$ cat config.mk
export PLATFORM = sky130hd
export DESIGN_NAME = mems_scan_top
export DESIGN_NICKNAME = d
export VERILOG_FILES = /design/src/mems_scan_pkg.sv /design/src/dac_link_if.sv /design/src/dac_cmd_fifo.sv /design/src/dac_spi_writer.sv /design/src/mems_scan_top.sv /design/src/scan_sequencer.sv
export SDC_FILE = /design/constraint.sdc
export NUM_CORES = 1
export LEC_CHECK = 0
export ABC_CLOCK_PERIOD_IN_PS = 2650
export BUFFER_PORTS_ARGS = -buffer_cell sky130_fd_sc_hd__buf_2
export CELL_PAD_IN_SITES_DETAIL_PLACEMENT = 1
export CELL_PAD_IN_SITES_GLOBAL_PLACEMENT = 1
export CORE_MARGIN = 1
export CORE_UTILIZATION = 46
export DETAILED_ROUTE_END_ITERATION = 10
export GPL_ROUTABILITY_DRIVEN = 0
export PLACE_DENSITY = 0.79
export SLEW_MARGIN = 20
export SYNTH_ARGS = -nofsm -noshare
export SYNTH_HDL_FRONTEND = slang
export SYNTH_SLANG_ARGS = --single-unit
$ cat constraint.sdc
create_clock -name clk -period 2.65 [get_ports clk]
set_clock_uncertainty 0.05 [all_clocks]
set_input_delay 0.3975 -clock clk [delete_from_list [all_inputs] [get_ports clk]]
set_output_delay 0.3975 -clock clk [all_outputs]
set_load 0.03 [all_outputs]
$ cat src/mems_scan_pkg.sv
`timescale 1ns/10ps
`default_nettype none

package mems_scan_pkg;

  // one dac frame as shifted out, msb first
  typedef struct packed {
    logic [3:0]  cmd;    // command nibble
    logic [3:0]  ch;     // channel address
    logic [15:0] value;  // dac code
  } dac_word_t;

  // word plus raster position tags
  typedef struct packed {
    dac_word_t word;
    logic      line_end;   // last write of a line
    logic      frame_end;  // last write of a frame
  } dac_entry_t;

  // dac command codes
  localparam logic [3:0] DAC_CMD_WRITE = 4'h3;  // write and update channel
  localparam logic [3:0] DAC_CMD_RESET = 4'h7;  // software reset
  localparam logic [3:0] DAC_CMD_REF   = 4'h8;  // ref setup, value 0 = external

  // mirror axes
  localparam logic [3:0] DAC_CH_X = 4'd0;
  localparam logic [3:0] DAC_CH_Y = 4'd1;

  // raster geometry
  localparam int POINTS_PER_LINE = 8;
  localparam int LINES_PER_FRAME = 4;
  localparam int X_STEP          = 4096;  // code step per point
  localparam int Y_STEP          = 8192;  // code step per line

  // flow control
  localparam int FIFO_DEPTH     = 4;  // also sequencer start credit
  localparam int WRITER_CREDITS = 1;  // writer holds one word at a time

  localparam int SCLK_DIV = 2;  // clk cycles per spi bit

endpackage

`default_nettype wire

$ cat src/dac_link_if.sv
`timescale 1ns/10ps
`default_nettype none

// credit based word link
// sender spends one credit per valid, receiver pulses credit to give it back
interface dac_link_if;
  import mems_scan_pkg::*;

  logic       valid;   // one cycle per word
  dac_entry_t entry;   // word plus line/frame tags
  logic       credit;  // one cycle per freed slot

  modport send (
    output valid,
    output entry,
    input  credit
  );

  modport recv (
    input  valid,
    input  entry,
    output credit
  );

endinterface

`default_nettype wire

$ cat src/dac_cmd_fifo.sv
`timescale 1ns/10ps
`default_nettype none

module dac_cmd_fifo #(
  parameter int depth = mems_scan_pkg::FIFO_DEPTH
) (
  input  logic     clk,
  input  logic     mems_soft_reset,
  dac_link_if.recv in_link,
  dac_link_if.send out_link
);
  import mems_scan_pkg::*;

  typedef logic [$clog2(depth)-1:0]            ptr_t;
  typedef logic [$clog2(depth+1)-1:0]          fill_t;
  typedef logic [$clog2(WRITER_CREDITS+1)-1:0] wcred_t;

  dac_entry_t mem [depth];  // entry storage
  ptr_t       wr_ptr;
  ptr_t       rd_ptr;
  fill_t      fill;       // entries held
  wcred_t     wr_credit;  // writer slots we may use
  logic       send;

  // oldest entry goes out once the writer has room
  assign send = (fill != '0) && (wr_credit != '0);

  assign out_link.valid = send;
  assign out_link.entry = mem[rd_ptr];
  assign in_link.credit = send;  // slot freed the same cycle

  always_ff @(posedge clk) begin
    if (in_link.valid) begin
      mem[wr_ptr] <= in_link.entry;
    end
  end

  always_ff @(posedge clk) begin
    if (mems_soft_reset) begin
      wr_ptr    <= '0;
      rd_ptr    <= '0;
      fill      <= '0;
      wr_credit <= wcred_t'(WRITER_CREDITS);
    end else begin
      if (in_link.valid) begin
        wr_ptr <= (wr_ptr == ptr_t'(depth - 1)) ? '0 : wr_ptr + 1'b1;
      end
      if (send) begin
        rd_ptr <= (rd_ptr == ptr_t'(depth - 1)) ? '0 : rd_ptr + 1'b1;
      end

      case ({in_link.valid, send})
        2'b10:   fill <= fill + 1'b1;
        2'b01:   fill <= fill - 1'b1;
        default: ;
      endcase

      case ({send, out_link.credit})
        2'b10:   wr_credit <= wr_credit - 1'b1;
        2'b01:   wr_credit <= wr_credit + 1'b1;
        default: ;
      endcase
    end
  end

  // sender must have run out of credit before we fill up
  a_no_overflow : assert property (@(posedge clk) disable iff (mems_soft_reset)
    in_link.valid |-> (fill != fill_t'(depth)))
    else $error("write into full fifo, credit breach");

  // holding every writer credit means nothing is out to come back
  a_wr_credit_bound : assert property (@(posedge clk) disable iff (mems_soft_reset)
    out_link.credit |-> (wr_credit != wcred_t'(WRITER_CREDITS)))
    else $error("writer returned extra credit");

endmodule

`default_nettype wire

$ cat src/dac_spi_writer.sv
`timescale 1ns/10ps
`default_nettype none

module dac_spi_writer (
  input  logic     clk,
  input  logic     mems_soft_reset,
  dac_link_if.recv link,
  input  logic     line_ack,
  input  logic     frame_ack,
  output logic     sclk,
  output logic     sync_n,
  output logic     mosi,
  output logic     new_line,
  output logic     new_frame
);
  import mems_scan_pkg::*;

  localparam int WORD_BITS = $bits(dac_word_t);

  typedef logic [$clog2(WORD_BITS)-1:0] bit_t;
  typedef logic [$clog2(SCLK_DIV)-1:0]  phase_t;

  logic [WORD_BITS-1:0] shreg;  // msb on the wire
  logic   tag_line;
  logic   tag_frame;
  logic   busy;       // frame in progress
  bit_t   bit_cnt;    // bits left after this one
  phase_t phase;      // position inside one bit
  logic   credit_q;
  logic   line_q;
  logic   frame_q;
  logic   bit_end;
  logic   word_end;

  assign bit_end  = (phase == phase_t'(SCLK_DIV - 1));
  assign word_end = busy && bit_end && (bit_cnt == '0);

  // payload, loaded on valid and shifted at each bit end
  always_ff @(posedge clk) begin
    if (link.valid) begin
      shreg     <= link.entry.word;
      tag_line  <= link.entry.line_end;
      tag_frame <= link.entry.frame_end;
    end else if (busy && bit_end) begin
      shreg <= {shreg[WORD_BITS-2:0], 1'b0};  // next bit while sclk low
    end
  end

  always_ff @(posedge clk) begin
    if (mems_soft_reset) begin
      busy     <= 1'b0;
      phase    <= '0;
      bit_cnt  <= '0;
      credit_q <= 1'b0;
      line_q   <= 1'b0;
      frame_q  <= 1'b0;
    end else begin
      credit_q <= word_end;  // pulse during the sync_n high gap
      if (link.valid) begin
        busy    <= 1'b1;
        phase   <= '0;
        bit_cnt <= bit_t'(WORD_BITS - 1);
      end else if (busy) begin
        if (bit_end) begin
          phase <= '0;
          if (bit_cnt == '0) busy <= 1'b0;
          else bit_cnt <= bit_cnt - 1'b1;
        end else begin
          phase <= phase + 1'b1;
        end
      end

      // sticky flags, a new set beats an ack
      if (word_end && tag_line) line_q <= 1'b1;
      else if (line_ack) line_q <= 1'b0;
      if (word_end && tag_frame) frame_q <= 1'b1;
      else if (frame_ack) frame_q <= 1'b0;
    end
  end

  assign link.credit = credit_q;
  assign sync_n      = ~busy;
  assign sclk        = busy && (phase >= phase_t'(SCLK_DIV / 2));  // rises mid bit
  assign mosi        = busy && shreg[WORD_BITS-1];
  assign new_line    = line_q;
  assign new_frame   = frame_q;

  // fifo must wait for our credit before the next word
  a_no_load_busy : assert property (@(posedge clk) disable iff (mems_soft_reset)
    link.valid |-> !busy)
    else $error("word offered while shifting");

  // sclk moves only once sync_n has been low a cycle
  // so the last fall lands as sync_n rises
  a_sclk_framed : assert property (@(posedge clk) disable iff (mems_soft_reset)
    $changed(sclk) |-> !$past(sync_n))
    else $error("sclk toggled outside sync_n frame");

endmodule

`default_nettype wire

$ cat src/mems_scan_top.sv
`timescale 1ns/10ps
`default_nettype none

module mems_scan_top (
  input  logic clk,
  input  logic mems_soft_reset,
  input  logic start,      // kicks off dac setup then raster
  input  logic pause,      // holds off next point
  input  logic line_ack,   // clears new_line
  input  logic frame_ack,  // clears new_frame
  output logic sclk,
  output logic sync_n,
  output logic mosi,
  output logic new_line,
  output logic new_frame
);

  dac_link_if seq_link ();  // sequencer to fifo
  dac_link_if wr_link ();   // fifo to spi writer

  scan_sequencer u_seq (
    .clk             (clk),
    .mems_soft_reset (mems_soft_reset),
    .start           (start),
    .pause           (pause),
    .link            (seq_link)
  );

  dac_cmd_fifo u_fifo (
    .clk             (clk),
    .mems_soft_reset (mems_soft_reset),
    .in_link         (seq_link),
    .out_link        (wr_link)
  );

  dac_spi_writer u_writer (
    .clk             (clk),
    .mems_soft_reset (mems_soft_reset),
    .link            (wr_link),
    .line_ack        (line_ack),
    .frame_ack       (frame_ack),
    .sclk            (sclk),
    .sync_n          (sync_n),
    .mosi            (mosi),
    .new_line        (new_line),
    .new_frame       (new_frame)
  );

endmodule

`default_nettype wire

$ cat src/scan_sequencer.sv
`timescale 1ns/10ps
`default_nettype none

module scan_sequencer (
  input  logic       clk,
  input  logic       mems_soft_reset,
  input  logic       start,
  input  logic       pause,
  dac_link_if.send   link
);
  import mems_scan_pkg::*;

  typedef enum logic [1:0] {IDLE, SEND_RESET, SEND_REF, SCAN} state_t;
  typedef logic [$clog2(FIFO_DEPTH+1)-1:0]    credit_t;
  typedef logic [$clog2(POINTS_PER_LINE)-1:0] point_t;
  typedef logic [$clog2(LINES_PER_FRAME)-1:0] line_t;

  state_t     state;
  credit_t    credit_cnt;  // free fifo slots
  point_t     point_cnt;
  line_t      line_cnt;
  logic       y_phase;     // 0 = x word next, 1 = y word next
  logic       has_credit;
  logic       last_point;
  logic       last_line;
  logic       push;
  dac_entry_t next_entry;

  assign has_credit = (credit_cnt != '0);
  assign last_point = (point_cnt == point_t'(POINTS_PER_LINE - 1));
  assign last_line  = (line_cnt == line_t'(LINES_PER_FRAME - 1));

  // word to offer this cycle
  always_comb begin
    push       = 1'b0;
    next_entry = '0;
    case (state)
      SEND_RESET: begin
        push                 = has_credit;
        next_entry.word.cmd  = DAC_CMD_RESET;
      end
      SEND_REF: begin
        push                 = has_credit;
        next_entry.word.cmd  = DAC_CMD_REF;  // value stays 0, external ref
      end
      SCAN: begin
        // pause only holds off the x word, a started point always finishes
        push                = has_credit && (y_phase || !pause);
        next_entry.word.cmd = DAC_CMD_WRITE;
        if (y_phase) begin
          next_entry.word.ch    = DAC_CH_Y;
          next_entry.word.value = 16'(line_cnt * Y_STEP);
          next_entry.line_end   = last_point;
          next_entry.frame_end  = last_point && last_line;
        end else begin
          next_entry.word.ch    = DAC_CH_X;
          next_entry.word.value = 16'(point_cnt * X_STEP);
        end
      end
      default: ;  // idle offers nothing
    endcase
  end

  assign link.valid = push;
  assign link.entry = next_entry;

  always_ff @(posedge clk) begin
    if (mems_soft_reset) begin
      state      <= IDLE;
      credit_cnt <= credit_t'(FIFO_DEPTH);  // fifo starts empty
      point_cnt  <= '0;
      line_cnt   <= '0;
      y_phase    <= 1'b0;
    end else begin
      case ({push, link.credit})
        2'b10:   credit_cnt <= credit_cnt - 1'b1;
        2'b01:   credit_cnt <= credit_cnt + 1'b1;
        default: ;  // both or neither, no change
      endcase

      case (state)
        IDLE:       if (start) state <= SEND_RESET;
        SEND_RESET: if (push) state <= SEND_REF;
        SEND_REF:   if (push) state <= SCAN;
        SCAN: begin
          if (push) begin
            y_phase <= ~y_phase;
            if (y_phase) begin  // point done, step raster
              if (last_point) begin
                point_cnt <= '0;
                line_cnt  <= last_line ? '0 : line_cnt + 1'b1;
              end else begin
                point_cnt <= point_cnt + 1'b1;
              end
            end
          end
        end
        default: state <= IDLE;
      endcase
    end
  end

  // fifo must never hand back more slots than it has
  a_credit_bound : assert property (@(posedge clk) disable iff (mems_soft_reset)
    credit_cnt <= credit_t'(FIFO_DEPTH))
    else $error("sequencer credit above fifo depth");

endmodule

`default_nettype wire
==> results.toml, run 1 <==
[sta]
final.setup.tns_ns = 0
fmax_mhz = 403
min_period_ns = 2.48
tightest_slew_ns = 0.635
max-slew-margin-rel = 0.576
drv_slew = 0
min_period_over_period = 0.936
final-hold-violation-count = 0
setup_viol = 0

[logic_synthesis]
synth_ff_type = "edfxtp_1"
yosysWarningCount = 0
yosys.area.top_type = "edfxtp_1"
synth_edf_count = 50
syn_area_per_cell_um2 = 12.8
ys_seq_elements = 81
synth_cell_types = 38
async_flop_share = 0
synthTopCellsByArea = "edfxtp_1 43%, dfxtp_1 18%, ha_1 7.1%"
synth-seq-area-share = 0.601
netlist_instances = 276
syn-cell-area_um2 = 3530
yosys.area.top_type_share = 0.425
syn_nets = 302

[critical_path]
crit_required_ns = 2.88
cp-start-kind = "flop"
cp_slowest_cell = "dfxtp_1"
crit_arrival_ns = 2.71
cp-end-kind = "flop"
path_max_fanout = 6
crit_type = "flop to flop"
slowest_delay_ns = 0.33
path_cells = "inv_1 -> ha_1 -> inv_2 -> nand2_4 -> nor2_2 -> inv_1 -> ha_4 -> xor2_1 -> ha_1 -> a21oi_1 -> xor2_1 -> or3_1 -> a21oi_1"

[cts]
ctsResizeCount = 2
insertion_delay_ns = 0.35
clkSinkCount = 81
root_buffer = "clkbuf_8"
cts_made_buffers = 9
post_cts_buffers = 0
hold_buffers = 0
clk_pin_slew_ns = 0.08
htree_num_levels = 3
cts_tree = "built"
clk_path_buf_depth = 2

[cells_and_area]
drive_gt1_frac = 0.186
multi_input_area_um2 = 1360
fillers = 752
num_antenna_cells = 0
ff_latch_area_um2 = 2120
layout.nets = 322
area.growth.synth_to_final_pct = 12.9

[power_and_ir_drop]
p_leak_nw = 1.52
p_per_area_nw_per_um2 = 1080
power_mw = 4.30
peakVddDrop_mv = 0.505

[routing]
wl_per_cell_um = 16.7
vias = 2079
drt_iter0_drc = 62
drc = 0
antenna_left = 0
finalWirelength_mm = 6.66
via_per_inst = 5.20
drt_first_pass_iters = 4

[grt]
grt_util_all_layers = 0.186
grt_overflow_total = 0
antenna_found_initial = 0
grt_pass1_vias = 2211
grt_pass1_wl_mm = 10.6
grt_start_max_net_pins = 33

[floorplanning]
die_w_um = 89.6
rows = 31
dieArea_um2 = 8030
start_util = 0.481
dieHeight_um = 89.6
io_pins = 11
design.core.area_um2 = 7330

[placement]
buffer_ports.inserted = 10
dpl.hpwl_mm = 4.64

[run_status]
status = "finished, final reports clean"

[flow_run]
cap_viol_max_count = 0

[min_path]
hold_class = "primary input to flop"
-- worst max-delay path, delay by kind of cell (launching register included) --
kind,cells,cell delay (ns)
adders and majority gates,3,0.63
xor gates and xnor gates,2,0.25
DFF,1,0.33
AOI/OAI and AO/OA,2,0.35
and+or+nand+nor,3,0.53
buffers and inverters,3,0.28
-- metrics by stage --
stage	util	cells	cell area (µm²)	setup slack (ns)	hold slack, ns
floorplan	-	276	3530	0.115	0.398
global placement	0.509	384	3730	0.134	0.405
detailed placement	0.509	384	3730	-0.0436	0.426
CTS	0.539	400	3950	0.0228	0.252
global route	0.544	400	3990	-0.00848	0.282
finish	0.544	400	3990	0.169	0.266
-- state kept, by name, summed over array words and instances (netlist names), 2 cells and up, named ones only --
| signal | cells |
|---|---|
| u_fifo.mem | 36 |
| u_writer.shreg | 12 |
| u_writer.bit_cnt | 5 |
| u_fifo.fill | 3 |
| u_seq.credit_cnt | 3 |
| u_seq.point_cnt | 3 |
| u_fifo.rd_ptr | 2 |
| u_fifo.wr_ptr | 2 |
| u_seq.line_cnt | 2 |
| u_seq.state | 2 |
-- cell type report --
type / count / area share
sequential: 81 / 0.532
multi-input combinational: 173 / 0.342
clock buffer: 13 / 0.0374
tap: 99 / 0.0311
timing repair buffer: 19 / 0.0295
clock inverter: 3 / 0.0163
inverter: 12 / 0.0113
-- cells by family (layout without fill, tap and decap cells) --
| group | count (synthesis) | after routing | synth area share |
|---|---|---|---|
| AOI/OAI and AO/OA | 30 | 30 | 0.0479 |
| xor gates and xnor gates | 9 | 9 | 0.0223 |
| adders and majority gates | 20 | 20 | 0.0709 |
| buffers and inverters | 22 | 47 | 0.0262 |
| DFF | 81 | 81 | 0.601 |
| muxes | 19 | 19 | 0.0861 |
| and+or+nand+nor | 95 | 95 | 0.145 |
-- path summary, 6_finish.rpt --
path                                    from                              end  slack, ns  cells past startpoint
max              u_seq.state[1]$_SDFFE_PP0P_      u_fifo.fill[2]$_SDFFE_PP0P_       0.17                     13
min                                frame_ack  u_writer.new_frame$_SDFFE_PP0P_       0.27                      3
max reg2reg      u_seq.state[1]$_SDFFE_PP0P_      u_fifo.fill[2]$_SDFFE_PP0P_       0.17                     13
min reg2reg  u_seq.point_cnt[1]$_SDFFE_PP0P_  u_seq.point_cnt[1]$_SDFFE_PP0P_       0.43                      2
-- power by group --
group / internal [mW] / total (mW) / switching (mW)
Clock: 0.556 / 0.971 / 0.414
Combinational: 0.631 / 1.47 / 0.837
Sequential: 1.70 / 1.86 / 0.157
-- layer usage --
| metal | up-vias | global-route usage | routed length, µm |
|---|---|---|---|
| met5 | - | 0 | 0 |
| met4 | 0 | 0.0707 | 109 |
| met3 | 9 | 0.0475 | 152 |
| met2 | 22 | 0.325 | 3500 |
| met1 | 1030 | 0.221 | 2910 |
| li1 | 1018 | - | - |
-- placed cells by master (no fill, tap or decap), drive strengths merged, types with 2 or more instances in the layout --
cell type  synthesis  routed
edfxtp            50      50
dfxtp             31      31
nand2             28      28
nor2              23      23
ha                20      20
buf                3      19
a21oi             18      18
clkbuf             7      13
inv               12      12
and2              11      11
mux2i              9       9
mux4               9       9
nor3               6       6
or3                6       6
xor2               5       5
nand2b             5       5
o21ai              5       5
xnor2              4       4
and3               3       3
nor2b              3       3
nand3              3       3
or3b               2       2
bufinv             0       2
o31ai              2       2
-- cells in the mapped netlist (all sizes together) (4+ instances only) --
library cell  instances
nor3                  6
mux2i                 9
xnor2                 4
ha                   20
nand2                28
edfxtp               50
o21ai                 5
nor2                 23
inv                  12
xor2                  5
or3                   6
nand2b                5
clkbuf                7
dfxtp                31
and2                 11
a21oi                18
mux4                  9
Note: power is estimated with default switching activity, not from simulation.
==> inputs of run 2 (changes only) <==
--- a/config.mk
+++ b/config.mk
@@ -5,15 +5,15 @@
 export SDC_FILE = /design/constraint.sdc
 export NUM_CORES = 1
 export LEC_CHECK = 0
-export ABC_CLOCK_PERIOD_IN_PS = 2650
+export ABC_CLOCK_PERIOD_IN_PS = 3100
 export BUFFER_PORTS_ARGS = -buffer_cell sky130_fd_sc_hd__buf_2
 export CELL_PAD_IN_SITES_DETAIL_PLACEMENT = 1
 export CELL_PAD_IN_SITES_GLOBAL_PLACEMENT = 1
 export CORE_MARGIN = 1
-export CORE_UTILIZATION = 46
+export CORE_UTILIZATION = 55
 export DETAILED_ROUTE_END_ITERATION = 10
 export GPL_ROUTABILITY_DRIVEN = 0
-export PLACE_DENSITY = 0.79
+export PLACE_DENSITY = 0.88
 export SLEW_MARGIN = 20
 export SYNTH_ARGS = -nofsm -noshare
 export SYNTH_HDL_FRONTEND = slang
==> constraint.sdc (replaced) <==
create_clock -name clk -period 3.1 [get_ports clk]
set_clock_uncertainty 0.05 [all_clocks]
set_input_delay 0.465 -clock clk [delete_from_list [all_inputs] [get_ports clk]]
set_output_delay 0.465 -clock clk [all_outputs]
set_load 0.03 [all_outputs]
==> results.toml, run 2 (same netlist as run 1, synthesis figures left out) <==
[critical_path]
crit_type = "flop to flop"
crit_path_frequent_cell = "ha_1"
r2r_setup_slack_ns = 0.26
path_max_fanout = 5
r2r-end = "u_seq.credit_cnt[2]$_SDFFE_PP1P_"
cp_top_family = "adder cells"
rr_worst_depth = 11
crit_required_ns = 3.33
cp-start-kind = "flop"
slowest_delay_ns = 0.42
r2r_start = "u_seq.state[1]$_SDFFE_PP0P_"
cp-end-kind = "flop"
cp_num_buf_inv = 2
path_cells = "inv_1 -> ha_1 -> a21oi_4 -> nor2_4 -> inv_1 -> ha_1 -> xnor2_1 -> ha_1 -> or3_1 -> a21oi_1 -> mux2i_1"
cp_slowest_cell = "dfxtp_1"
crit_arrival_ns = 3.06

[min_path]
hold_class = "primary input to flop"
worstHoldStart = "line_ack"
min_path_cells = 3
hold_end = "u_writer.new_line$_SDFFE_PP0P_"

[sta]
tightest_slew_ns = 0.642
min_period_over_period = 0.915
final.setup.tns_ns = 0
fmax_mhz = 353
max-slew-margin-rel = 0.571
rsz0062_at_grt = "false"
min_period_ns = 2.84
drv_slew = 0
setup_viol = 0
final-hold-violation-count = 0

[routing]
finalWirelength_mm = 7.15
drt_iter0_drc = 111
vias = 2150
antenna_left = 0
drc = 0
via_per_inst = 5.83
drt_first_pass_iters = 4
wl_per_cell_um = 19.4

[grt]
grt_start_max_net_pins = 33
grt_overflow_total = 0
grt_util_all_layers = 0.242
antenna_found_initial = 0
grt_pass1_wl_mm = 11.5
grt_pass1_vias = 2337

[cts]
clk_pin_slew_ns = 0.09
insertion_delay_ns = 0.36
root_buffer = "clkbuf_8"
post_cts_buffers = 0
cts_tree = "built"
hold_buffers = 0
clk_path_buf_depth = 2
cts_made_buffers = 9
ctsResizeCount = 0
htree_num_levels = 3
clkSinkCount = 81

[cells_and_area]
largest_reg_flops = 36
layout_commonest_cell = "edfxtp_1"
num_antenna_cells = 0
final_area_um2 = 3890
largestRegisters = "u_fifo.mem (36), u_writer.shreg (12), u_writer.bit_cnt (5)"
layout_common_cells = "50 x edfxtp_1, 31 x dfxtp_1, 27 x nand2_1"
layout.nets = 315
largest_register = "u_fifo.mem"
area.growth.synth_to_final_pct = 10.2
drive_gt1_frac = 0.163

[floorplanning]
start_util = 0.582
rows = 28
design.core.area_um2 = 6060
dieArea_um2 = 6740
io_pins = 11
dieHeight_um = 82.1
die_w_um = 82.1

[placement]
placed_area_um2 = 3650
dpl.hpwl_mm = 4.90
buffer_ports.inserted = 10

[power_and_ir_drop]
p_per_area_nw_per_um2 = 935
peakVddDrop_mv = 0.483
p_leak_nw = 1.49

[flow_run]
cap_viol_max_count = 0

[run_status]
status = "finished, final reports clean"
==> run 2: cell count changes in the layout (fill, tap and decap cells not counted), sizes merged <==
cell and change:
buf -7, inv +3, clkinv +1, clkbuf -4
==> run 2: final cells by class <==
class,count,area (µm²)
clock inverters,7,100
flip-flops and latches,81,2120
clock buffers,9,124
repair buffers,12,65.1
fillers,591,2170
inverters,12,45.0
well taps,75,93.8
multi-input cells,173,1340
==> run 2: per-layer routing <==
layer	track usage	vias up	wire length, µm
li1	-	1007	-
met5	0	-	0
met1	0.279	1095	3080
met2	0.431	38	3780
met4	0.100	0	111
met3	0.0560	10	175
==> run 2: worst max-delay path by stage <==
stage	startpoint	end	cells past startpoint
after floorplan	u_seq.state[0]$_SDFFE_PP0P_	u_seq.credit_cnt[2]$_SDFFE_PP1P_	12
after global placement	u_seq.state[0]$_SDFFE_PP0P_	u_seq.credit_cnt[2]$_SDFFE_PP1P_	12
after detailed placement	u_seq.state[0]$_SDFFE_PP0P_	u_fifo.fill[2]$_SDFFE_PP0P_	13
after CTS	u_seq.state[0]$_SDFFE_PP0P_	u_seq.credit_cnt[2]$_SDFFE_PP1P_	11
after global routing	u_seq.state[1]$_SDFFE_PP0P_	u_seq.credit_cnt[2]$_SDFFE_PP1P_	11
final	u_seq.state[1]$_SDFFE_PP0P_	u_seq.credit_cnt[2]$_SDFFE_PP1P_	11
==> run 2: worst min-delay path, delay by kind of cell <==
kind,cells,cell delay (ns)
and+or+nand+nor,1,0.09
buffers and inverters,1,0.07
AOI/OAI and AO/OA,1,0.06
==> run 2: metrics by stage <==
stage,std cells,power [mW],hold slack (ns),setup WS [ns],util
6_report,369,3.64,0.320,0.264,0.642
5_1_grt,369,3.85,0.327,0.0687,0.642
4_1_cts,369,3.63,0.309,0.0418,0.639
3_5_place_dp,353,2.74,0.413,0.142,0.602
3_3_place_gp,353,2.64,0.407,0.408,0.602
2_1_floorplan,276,2.43,0.398,0.565,-
==> run 2: where the power goes <==
group	switching, mW	internal, mW
clock	0.410	0.462
sequential	0.152	1.46
combinational	0.703	0.454
